===== config.mk =====
export PLATFORM = sky130hd
export DESIGN_NAME = axil_master
export DESIGN_NICKNAME = d
export VERILOG_FILES = /design/src/axil_pkg.sv /design/src/axil_write_channel.sv /design/src/axil_read_channel.sv /design/src/axil_master_status.sv /design/src/axil_master.sv
export VERILOG_INCLUDE_DIRS = /design/src /design/src/src
export SDC_FILE = /design/constraint.sdc
export NUM_CORES = 1
export LEC_CHECK = 0
export BUFFER_PORTS_ARGS = -buffer_cell sky130_fd_sc_hd__buf_2
export CORE_ASPECT_RATIO = 0.75
export CORE_MARGIN = 3
export CORE_UTILIZATION = 40
export CTS_CLUSTER_DIAMETER = 200
export CTS_CLUSTER_SIZE = 20
export DETAILED_ROUTE_END_ITERATION = 7
export PLACE_DENSITY_LB_ADDON = 0.3
export SETUP_SLACK_MARGIN = 0.15
export SLEW_MARGIN = 40
export SYNTH_ARGS = -nofsm -noshare
export SYNTH_HDL_FRONTEND = slang
export SYNTH_SLANG_ARGS = --single-unit

===== constraint.sdc =====
create_clock -name aclk -period 6.3 [get_ports aclk]
set_input_delay 0.945 -clock aclk [delete_from_list [all_inputs] [get_ports aclk]]
set_output_delay 0.945 -clock aclk [all_outputs]
set_load 0.1 [all_outputs]

===== src/axil_config.svh =====
//--------------------------------------------------------------------------
// AXI-Lite master widths
// address, data and byte-strobe sizes shared by package and testbench
//--------------------------------------------------------------------------
`ifndef AXIL_CONFIG_SVH
`define AXIL_CONFIG_SVH

//--------------------------------------------------------------------------
// bus widths
//--------------------------------------------------------------------------

// byte address
`define AXIL_ADDR_W 32

// one data word
`define AXIL_DATA_W 32

// one strobe bit per data byte
`define AXIL_STRB_W (`AXIL_DATA_W / 8)

`endif


===== src/axil_pkg.sv =====
//--------------------------------------------------------------------------
// AXI-Lite master types
// vector typedefs, channel payload structs and the two channel FSM states
//--------------------------------------------------------------------------
package axil_pkg;

    `include "axil_config.svh"

    //----------------------------------------------------------------------
    // plain vectors
    //----------------------------------------------------------------------

    // byte address on AW and AR
    typedef logic [`AXIL_ADDR_W-1:0] addr_t;
    // one word on W and R
    typedef logic [`AXIL_DATA_W-1:0] data_t;
    // byte-lane enables
    typedef logic [`AXIL_STRB_W-1:0] strb_t;

    //----------------------------------------------------------------------
    // grouped payloads
    //----------------------------------------------------------------------

    // write request held while AW, W and B run
    typedef struct packed {
        addr_t addr;
        data_t data;
        strb_t strb;
    } wr_req_t;

    // W channel payload
    typedef struct packed {
        data_t data;
        strb_t strb;
    } axil_w_t;

    // read path report, fire marks the R handshake cycle
    typedef struct packed {
        logic  fire;
        data_t data;
    } rd_result_t;

    //----------------------------------------------------------------------
    // channel states
    //----------------------------------------------------------------------
    typedef enum logic [1:0] {w_idle, w_addr_data, w_resp} wr_state_e;
    typedef enum logic [1:0] {r_idle, r_addr, r_data} rd_state_e;

endpackage


===== src/axil_write_channel.sv =====
//--------------------------------------------------------------------------
// AXI-Lite write path
// latches one write request and runs AW and W in any order, then B
//--------------------------------------------------------------------------
`timescale 1ns/1ns

module axil_write_channel (
    input  logic              aclk,
    input  logic              areset_n,
    // user request
    input  logic              start_write,
    input  axil_pkg::addr_t   addr,
    input  axil_pkg::data_t   data,
    input  axil_pkg::strb_t   wstrb,
    // write address
    output logic              awvalid,
    input  logic              awready,
    output axil_pkg::addr_t   awaddr,
    // write data
    output logic              wvalid,
    input  logic              wready,
    output axil_pkg::axil_w_t w_chan,
    // write response
    input  logic              bvalid,
    output logic              bready,
    // report to status
    output logic              wr_fire,
    output logic              wr_active
);
    import axil_pkg::*;

    wr_state_e state;
    wr_req_t   req;
    // set once the matching handshake has gone through
    logic      aw_done;
    logic      w_done;
    // handshakes in this cycle
    logic      aw_fire;
    logic      w_fire;
    // handshake seen now or earlier
    logic      aw_ok;
    logic      w_ok;

    //----------------------------------------------------------------------
    // request latch
    //----------------------------------------------------------------------

    // only loaded in idle, so payload holds while valids are up
    always_ff @(posedge aclk) begin
        if (state == w_idle && start_write) begin
            req <= '{addr: addr, data: data, strb: wstrb};
        end
    end

    //----------------------------------------------------------------------
    // channel FSM
    //----------------------------------------------------------------------
    assign aw_fire = awvalid && awready;
    assign w_fire  = wvalid && wready;
    assign aw_ok   = aw_done || aw_fire;
    assign w_ok    = w_done || w_fire;

    always_ff @(posedge aclk or negedge areset_n) begin
        if (!areset_n) begin
            state   <= w_idle;
            aw_done <= 1'b0;
            w_done  <= 1'b0;
        end else begin
            case (state)
                w_idle: begin
                    if (start_write) begin
                        state <= w_addr_data;
                    end
                end
                w_addr_data: begin
                    // AW and W may land in different cycles
                    if (aw_ok && w_ok) begin
                        state   <= w_resp;
                        aw_done <= 1'b0;
                        w_done  <= 1'b0;
                    end else begin
                        aw_done <= aw_ok;
                        w_done  <= w_ok;
                    end
                end
                w_resp: begin
                    if (bvalid) begin
                        state <= w_idle;
                    end
                end
                default: state <= w_idle;
            endcase
        end
    end

    //----------------------------------------------------------------------
    // outputs
    //----------------------------------------------------------------------

    // each valid drops after its own transfer
    assign awvalid   = (state == w_addr_data) && !aw_done;
    assign wvalid    = (state == w_addr_data) && !w_done;
    assign awaddr    = req.addr;
    assign w_chan    = '{data: req.data, strb: req.strb};
    assign bready    = (state == w_resp);
    // B handshake, one cycle
    assign wr_fire   = bready && bvalid;
    assign wr_active = (state != w_idle);

endmodule


===== src/axil_read_channel.sv =====
//--------------------------------------------------------------------------
// AXI-Lite read path
// latches one read address, runs AR then R, reports the returned word
//--------------------------------------------------------------------------
`timescale 1ns/1ns

module axil_read_channel (
    input  logic                 aclk,
    input  logic                 areset_n,
    // user request
    input  logic                 start_read,
    input  axil_pkg::addr_t      addr,
    // read address
    output logic                 arvalid,
    input  logic                 arready,
    output axil_pkg::addr_t      araddr,
    // read data
    input  logic                 rvalid,
    output logic                 rready,
    input  axil_pkg::data_t      rdata,
    // report to status
    output axil_pkg::rd_result_t rd_res,
    output logic                 rd_active
);
    import axil_pkg::*;

    rd_state_e state;
    addr_t     addr_q;

    //----------------------------------------------------------------------
    // address latch
    //----------------------------------------------------------------------

    // loaded only in idle, ARADDR stays put while ARVALID is high
    always_ff @(posedge aclk) begin
        if (state == r_idle && start_read) begin
            addr_q <= addr;
        end
    end

    //----------------------------------------------------------------------
    // channel FSM
    //----------------------------------------------------------------------
    always_ff @(posedge aclk or negedge areset_n) begin
        if (!areset_n) begin
            state <= r_idle;
        end else begin
            case (state)
                r_idle: begin
                    // start while busy falls through here unseen
                    if (start_read) begin
                        state <= r_addr;
                    end
                end
                r_addr: begin
                    if (arready) begin
                        state <= r_data;
                    end
                end
                r_data: begin
                    if (rvalid) begin
                        state <= r_idle;
                    end
                end
                default: state <= r_idle;
            endcase
        end
    end

    //----------------------------------------------------------------------
    // outputs
    //----------------------------------------------------------------------
    assign arvalid     = (state == r_addr);
    assign araddr      = addr_q;
    assign rready      = (state == r_data);
    // R handshake and its word
    assign rd_res.fire = rready && rvalid;
    assign rd_res.data = rdata;
    assign rd_active   = (state != r_idle);

endmodule


===== src/axil_master_status.sv =====
//--------------------------------------------------------------------------
// AXI-Lite master status
// keeps the last read word and turns channel events into done and busy
//--------------------------------------------------------------------------
`timescale 1ns/1ns

module axil_master_status (
    input  logic                 aclk,
    input  logic                 areset_n,
    // from the read path
    input  axil_pkg::rd_result_t rd_res,
    input  logic                 rd_active,
    // from the write path
    input  logic                 wr_fire,
    input  logic                 wr_active,
    // to the user
    output axil_pkg::data_t      rdata,
    output logic                 rd_done,
    output logic                 wr_done,
    output logic                 rd_busy,
    output logic                 wr_busy
);
    import axil_pkg::*;

    //----------------------------------------------------------------------
    // read data capture
    //----------------------------------------------------------------------

    // holds until the next R handshake
    always_ff @(posedge aclk or negedge areset_n) begin
        if (!areset_n) begin
            rdata <= '0;
        end else if (rd_res.fire) begin
            rdata <= rd_res.data;
        end
    end

    //----------------------------------------------------------------------
    // done pulses
    //----------------------------------------------------------------------

    // one cycle after the R or B handshake edge
    always_ff @(posedge aclk or negedge areset_n) begin
        if (!areset_n) begin
            rd_done <= 1'b0;
            wr_done <= 1'b0;
        end else begin
            rd_done <= rd_res.fire;
            wr_done <= wr_fire;
        end
    end

    //----------------------------------------------------------------------
    // busy levels
    //----------------------------------------------------------------------

    // channel active, one cycle late
    // cut on the final handshake so busy falls as done rises
    always_ff @(posedge aclk or negedge areset_n) begin
        if (!areset_n) begin
            rd_busy <= 1'b0;
            wr_busy <= 1'b0;
        end else begin
            rd_busy <= rd_active && !rd_res.fire;
            wr_busy <= wr_active && !wr_fire;
        end
    end

endmodule


===== src/axil_master.sv =====
//--------------------------------------------------------------------------
// AXI-Lite single master, one read and one write in flight
// write path, read path and status block joined to the user and bus ports
//--------------------------------------------------------------------------
`timescale 1ns/1ns

module axil_master (
    input  logic              aclk,
    input  logic              areset_n,
    // user side
    input  logic              start_write,
    input  logic              start_read,
    input  axil_pkg::addr_t   addr,
    input  axil_pkg::data_t   data,
    input  axil_pkg::strb_t   wstrb,
    // write address
    output logic              awvalid,
    input  logic              awready,
    output axil_pkg::addr_t   awaddr,
    // write data
    output logic              wvalid,
    input  logic              wready,
    output axil_pkg::axil_w_t w_chan,
    // write response
    input  logic              bvalid,
    output logic              bready,
    // read address
    output logic              arvalid,
    input  logic              arready,
    output axil_pkg::addr_t   araddr,
    // read data, bus RDATA is s_rdata so it can sit beside the user rdata
    input  logic              rvalid,
    output logic              rready,
    input  axil_pkg::data_t   s_rdata,
    // user results
    output axil_pkg::data_t   rdata,
    output logic              rd_done,
    output logic              wr_done,
    output logic              rd_busy,
    output logic              wr_busy
);
    import axil_pkg::*;

    // path reports into status
    logic       wr_fire;
    logic       wr_active;
    rd_result_t rd_res;
    logic       rd_active;

    //----------------------------------------------------------------------
    // channel paths
    //----------------------------------------------------------------------
    axil_write_channel wr_chan_i (
        .aclk        (aclk),
        .areset_n    (areset_n),
        .start_write (start_write),
        .addr        (addr),
        .data        (data),
        .wstrb       (wstrb),
        .awvalid     (awvalid),
        .awready     (awready),
        .awaddr      (awaddr),
        .wvalid      (wvalid),
        .wready      (wready),
        .w_chan      (w_chan),
        .bvalid      (bvalid),
        .bready      (bready),
        .wr_fire     (wr_fire),
        .wr_active   (wr_active)
    );

    axil_read_channel rd_chan_i (
        .aclk       (aclk),
        .areset_n   (areset_n),
        .start_read (start_read),
        .addr       (addr),
        .arvalid    (arvalid),
        .arready    (arready),
        .araddr     (araddr),
        .rvalid     (rvalid),
        .rready     (rready),
        .rdata      (s_rdata),
        .rd_res     (rd_res),
        .rd_active  (rd_active)
    );

    //----------------------------------------------------------------------
    // user status
    //----------------------------------------------------------------------
    axil_master_status status_i (
        .aclk      (aclk),
        .areset_n  (areset_n),
        .rd_res    (rd_res),
        .rd_active (rd_active),
        .wr_fire   (wr_fire),
        .wr_active (wr_active),
        .rdata     (rdata),
        .rd_done   (rd_done),
        .wr_done   (wr_done),
        .rd_busy   (rd_busy),
        .wr_busy   (wr_busy)
    );

endmodule


==> summary.txt, run 1 <==
Clock network
  – Clock Tree Buf Depth: 2
  – CTS sink count: ~140
  – Hold Buf Count CTS: 0
  – Number of buffers created by CTS: 17
  – Clock Tree Root: clkbuf_16
  – CTS tree: yes
  – Post-CTS Setup Inserts: 0
  – Worst-path clk slew: 0.06 ns
  – Skew-Pair Late Insertion Delay: 0.40 ns
  – H-tree levels: 4
  – Post-CTS Resized: 0

GRT
  – Global-route wire length before repair: 16.08 mm
  – Initial antenna violation count: 0
  – Largest net degree at the start of global routing: 69
  – GRT overflow: 0
  – Number of global-route vias before repair: 2993
  – GR Util All Layers: ~16%

Placed design
  – Dpl cell area: 6193 um2
  – IO Port Bufs: 249
  – Gpl congestion: a little over 0.8
  – Post-place setup slack: just under 4 ns
  – DP HPWL: 8.140 mm

Hold path
  – HP Start: status_i.rdata[24]$_DFFE_PN0P_
  – Hold Crit Class: flop to flop

Timing
  – Setup TNS Final: 0 ns
  – Fmax: between 300 and 400 MHz
  – Tmin final: around 2.6 ns
  – Setup ws final: 3.670 ns
  – Slew @ Worst Pin: 0.6387 ns
  – Clock skew: 0.01162 ns
  – Crit share post-route: 41.74%
  – Final setup violation count: 0
  – RSZ-0062 raised after global routing: false
  – Final hold violations: 0
  – Final Max Tran Viols: 0
  – Max_slew headroom: 57.42%

Floorplanning
  – Die width: 131.8 um
  – Top Ports: 250
  – Die height: 100.4 um
  – Die Area: 13230 um2
  – Core ar.: 11270 um2
  – Initial core utilization: between 40% and 50%
  – Site row count: 33

Setup path
  – CP Capture Type: output pin
  – Critical path startpoint category: flop
  – Worst Path Max Fanout: 7
  – Cell Chain, Critical Path: nand2b_1, nor2_1, buf_2
  – Worst Path Required: 5.35 ns
  – Critical path class: flop to output pin
  – Worst reg2reg startpoint: rd_chan_i.state[0]$_DFFE_PN0P_
  – Worst Path Arrival: 1.68 ns
  – CP startpoint: wr_chan_i.state[1]$_DFFE_PN0P_
  – CP max-delay cell: dfrtp_1
  – Slowest stage delay, CP: 0.46 ns

Drt
  – Via count of the routed design: 2887
  – Initial DRC count: between 150 and 200
  – Remaining DRCs: 0
  – Final WL: between 10 and 15 mm
  – Final ANT Viol Nets: 0
  – Vias/cell: 4.490
  – Pre-Repair DR Iteration Count: 5
  – Wire per inst: 17.07 um

Cells and area
  – Fill cell count: 902
  – Fin nets: 582
  – Area growth from synthesis to layout: 43.24%
  – Post-layout util: 60.37%
  – Cell area after layout: 6805 um2
  – # diodes: 0
  – Layout cell share with drive strength beyond 1: 65.43%

Synthesis
  – Post-synthesis register bit count: 142
  – Cells after Synth: around 200
  – Syn Std Cell Area: 4751 um2
  – Sequential-to-total area share from yosys stat: 85.33%
  – Syn Area/Cell: 23.06 um2
  – Ys Warns: 0
  – Synth cell types: 18
  – Synthesized Nets: between 300 and 400

Outcome
  – Status: finished, final reports clean

Run
  – Max Cap Viol: 0
placed cells by master (no fill, tap or decap), types with 2 or more instances in the layout:
| master | instances |
|---|---|
| edfxtp_1 | 100 |
| clkinv_4 | 2 |
| inv_1 | 4 |
| mux2_2 | 3 |
| dfrtp_1 | 42 |
| o22a_1 | 2 |
| bufinv_16 | 3 |
| clkinvlp_4 | 2 |
| and3b_1 | 2 |
| nand2b_1 | 4 |
| buf_4 | 2 |
| mux2_4 | 29 |
| clkinv_2 | 2 |
| nor2b_1 | 2 |
| a21o_1 | 2 |
| clkbuf_16 | 17 |
| nor2_1 | 6 |
| buf_2 | 248 |
| inv_6 | 4 |
synth_stat cells:
cell type	number	share of area, %
edfxtp_1	100	63
dfrtp_1	42	22
mux2_4	29	9.2
nor2_1	6	0.47
inv_1	4	0.32
nand2b_1	4	0.53
buf_6	3	0.71
mux2_2	3	0.71
a21o_1	2	0.32
and3b_1	2	0.37
nor2b_1	2	0.26
nor3b_1	2	0.32
o22a_1	2	0.37
nand3b_4	1	0.42
nor3_1	1	0.11
o221a_2	1	0.24
o2bb2ai_1	1	0.18
o32ai_1	1	0.18
sequential cells by signal (all words and copies together), names as in the netlist:
| register | flops |
|---|---|
| status_i.rd_done | 1 |
| status_i.rdata | 32 |
| wr_chan_i.w_chan | 36 |
| wr_chan_i.state | 2 |
| rd_chan_i.state | 2 |
| wr_chan_i.awaddr | 32 |
| wr_chan_i.aw_done | 1 |
| status_i.wr_busy | 1 |
| status_i.wr_done | 1 |
| status_i.rd_busy | 1 |
| rd_chan_i.araddr | 32 |
| wr_chan_i.w_done | 1 |
logic make-up (layout without fill, tap and decap cells):
kind of cell,after synthesis,after routing,synth area share [%]
AOI/OAI and AO/OA,7,7,1.291
buffers and inverters,7,287,1.027
DFF,142,142,85.33
muxes,32,32,9.876
and+or+nand+nor,18,18,2.475
routing by layer:
metal  up-vias  global-route usage [%]  routed length, um
met1      1427                   17.64               4066
met5         -                       0                  0
li1       1318                       -                  -
met3        11                   6.563                841
met4         0                   5.488                139
met2       131                   28.59               5931
final timing paths:
path / slack, ns / depth (start not counted) / end
max: 3.67 / 3 / awvalid
min: 0.50 / 1 / status_i.rdata[24]$_DFFE_PN0P_
max reg2reg: 4.66 / 2 / status_i.rdata[6]$_DFFE_PN0P_
min reg2reg: 0.50 / 1 / status_i.rdata[24]$_DFFE_PN0P_
max in group asynchronous: 5.42 / 1 / status_i.rdata[6]$_DFFE_PN0P_
min in group asynchronous: 0.53 / 1 / status_i.rdata[5]$_DFFE_PN0P_
through the flow:
step | cells | hold slack [ns]
2_1_floorplan | 206 | 0.4837
3_3_place_gp | 611 | 0.4837
3_5_place_dp | 611 | 0.4875
4_1_cts | 643 | 0.5020
5_1_grt | 643 | 0.5094
6_report | 643 | 0.4999
cell type report:
type,instances,area [um2],area share [%]
multi-input combinational,57,664.4,9.763
timing repair buffer,251,1267,18.62
clock buffer,17,425.4,6.251
sequential,142,4054,59.57
clock inverter,15,182.7,2.684
inverter,4,15.01,0.2206
tap,157,196.4,2.887
critical path: cells and delay by family (launching register included):
kind,cells,cell delay (ns)
flip-flops,1,0.46
buffers and inverters,1,0.44
AND/OR/NAND/NOR,2,0.38
Power of run 1 is not shown: default switching activity piles up to over one toggle a cycle in this logic, so the estimate is an artifact.
==> inputs of run 2 (changes only) <==
Clock period 6.3 ns to 2.25 ns, I/O delays scaled along.
==> run 2 against run 1 <==
  * Via count shrank 1.4%
  * Routed wire length shrank 0.24%
  * Critical path depth unchanged
  * Sequential cell count is the same
  * Critical endpoint is now bready
  * Global-route usage rose by 0.77 points
  * Core utilization unchanged
  * Sequential share of layout area unchanged
  * First-iteration DRC count grew 1.3%
  * Critical path type unchanged
==> summary.txt, run 2 (same netlist as run 1, synthesis figures left out) <==
Drt
  – Vias/cell: 4.399 (-2.0%)
  – Remaining DRCs: 0 (unchanged)
  – Wire per inst: 16.93 um (-0.85%)
  – Pre-Repair DR Iteration Count: 4 (-1)
  – Final ANT Viol Nets: 0 (unchanged)
  – Final WL: 10.95 mm (-0.24%)
  – Via count of the routed design: 2846 (-1.4%)
  – Initial DRC count: 158 (+1.3%)

Placed design
  – Placed cells: 614 (+0.49%)
  – Gpl congestion: 0.7911 (-1.9%)
  – IO Port Bufs: 249 (unchanged)
  – DP HPWL: 8.236 mm (+1.2%)

Setup path
  – Register-to-Register Path Depth: 2 (unchanged)
  – CP Capture Type: output pin
  – Bufs and invs on worst path: 2 (+1)
  – CP max-delay cell: dfrtp_1
  – Cell Chain, Critical Path: nand2b_1, inv_1, buf_2
  – Critical path startpoint category: flop
  – Worst Path Required: 1.91 ns (-3.44 ns)
  – CP top delay family: buffers and inverters
  – Worst Path Arrival: 1.59 ns (-0.09 ns)
  – Slowest stage delay, CP: 0.47 ns (about the same)
  – WP depth: 3 (unchanged)
  – Critical path class: flop to output pin
  – Worst Path Max Fanout: 8 (+1)

Timing
  – Fmax: 519.6 MHz
  – RSZ-0062 raised after global routing: false
  – Crit share post-route: between 80% and 90%
  – Final hold violations: 0 (unchanged)
  – Max_slew headroom: 57.20% (-0.22 points)
  – Final setup violation count: 0 (unchanged)
  – Slew @ Worst Pin: 0.6420 ns (+0.003240 ns)
  – Tmin final: just under 2 ns
  – Clock skew: 0.006930 ns (-0.004694 ns)
  – Final Max Tran Viols: 0 (unchanged)
  – Setup TNS Final: 0 ns (unchanged)

GRT
  – Largest net degree at the start of global routing: 47 (-32%)
  – GR Util All Layers: 16.82% (+0.77 points)
  – GRT overflow: 0 (unchanged)
  – Global-route wire length before repair: 16.70 mm (+3.9%)
  – Number of global-route vias before repair: 3054 (+2.0%)
  – Initial antenna violation count: 0 (unchanged)

Clock network
  – CTS tree: yes
  – Worst-path clk slew: 0.06 ns (about the same)
  – CTS sink count: 142 (unchanged)
  – Post-CTS Setup Inserts: 0 (unchanged)
  – Number of buffers created by CTS: 17 (unchanged)
  – Clock Tree Root: clkbuf_16
  – H-tree levels: 4 (unchanged)
  – Skew-Pair Late Insertion Delay: 0.40 ns (about the same)
  – Clock Tree Buf Depth: 2 (unchanged)

Hold path
  – Hold Crit Class: input port to flop
  – Hold Crit Depth: 1 (unchanged)

Cells and area
  – Area growth from synthesis to layout: 43.24% (unchanged)
  – # diodes: 0 (unchanged)
  – Layout cell share with drive strength beyond 1: 66.12% (+0.69 points)
  – Fin nets: 586 (+0.69%)
  – Most common cell after layout, fill and taps aside: buf_2
  – Largest register FFs: 36 (unchanged)
  – Non-Filler Instances: 647 (+0.62%)
  – Commonest non-fill, non-tap cells in the layout: buf_2 (247), edfxtp_1 (100), dfrtp_1 (42)

Floorplanning
  – Die height: 100.4 um (unchanged)
  – Die Area: 13230 um2 (unchanged)
  – Initial core utilization: 42.15% (unchanged)
  – Core ar.: 11270 um2 (unchanged)
  – Site row count: 33 (unchanged)
  – Die width: 131.8 um (unchanged)
  – Top Ports: 250 (unchanged)

Run
  – Max Cap Viol: 0 (unchanged)

Outcome
  – Status: finished, final reports clean
-- run 2: stage by stage --
stage          hold WS (ns)  worst slack, ns  util [%]  area [um2]
6_report             0.1083           0.3256     60.37        6805
3_5_place_dp         0.3571           0.5733     55.27        6230
5_1_grt             0.07915           0.2199     60.37        6805
4_1_cts             0.09135           0.2171     60.33        6800
3_3_place_gp         0.3383           0.6292     55.27        6230
2_1_floorplan       0.04191          -0.4157         -        4783
-- run 2: worst paths after layout --
path / startpoint / to / slack, ns
setup / recovery: wr_chan_i.state[0]$_DFFE_PN0P_ / bready / 0.33
hold / removal: data[1] / wr_chan_i.w_chan[5]$_DFFE_PP_ / 0.11
min in group asynchronous: areset_n / status_i.rdata[20]$_DFFE_PN0P_ / 0.47
setup reg to reg: rd_chan_i.state[0]$_DFFE_PN0P_ / status_i.rdata[15]$_DFFE_PN0P_ / 0.57
max in group asynchronous: areset_n / status_i.rd_done$_DFF_PN0_ / 1.21
hold reg to reg: status_i.rdata[31]$_DFFE_PN0P_ / status_i.rdata[31]$_DFFE_PN0P_ / 0.50
-- run 2: cell type report --
type	instances	area [um2]
tap	157	196.4
timing repair buffer	255	1299
fill	902	4467
sequential	142	4054
clock buffer	17	425.4
inverter	4	15.01
clock inverter	15	135.1
multi-input combinational	57	680.7
-- run 2: per-layer routing --
| layer | wire length, um | part of all wire (%) | global-route usage [%] |
|---|---|---|---|
| met5 | 0 | 0 | 0 |
| met4 | 184 | 1.7 | 7.829 |
| met3 | 800 | 7.3 | 6.764 |
| met2 | 5878 | 54 | 29.43 |
| met1 | 4090 | 37 | 18.15 |
-- run 2: what timing repair did --
action	in CTS	in global routing
hold endpoints to repair	22	0
setup endpoints to repair	0	2
resized for setup	0	2
hold buffers	1	0
-- run 2: worst reg2reg max path, cell delays in order (launching register included) --
cell	delay, ns
dfrtp_1	0.45
nand3b_4	0.60
mux2_4	0.51
Power of run 2 is left out for the same reason.
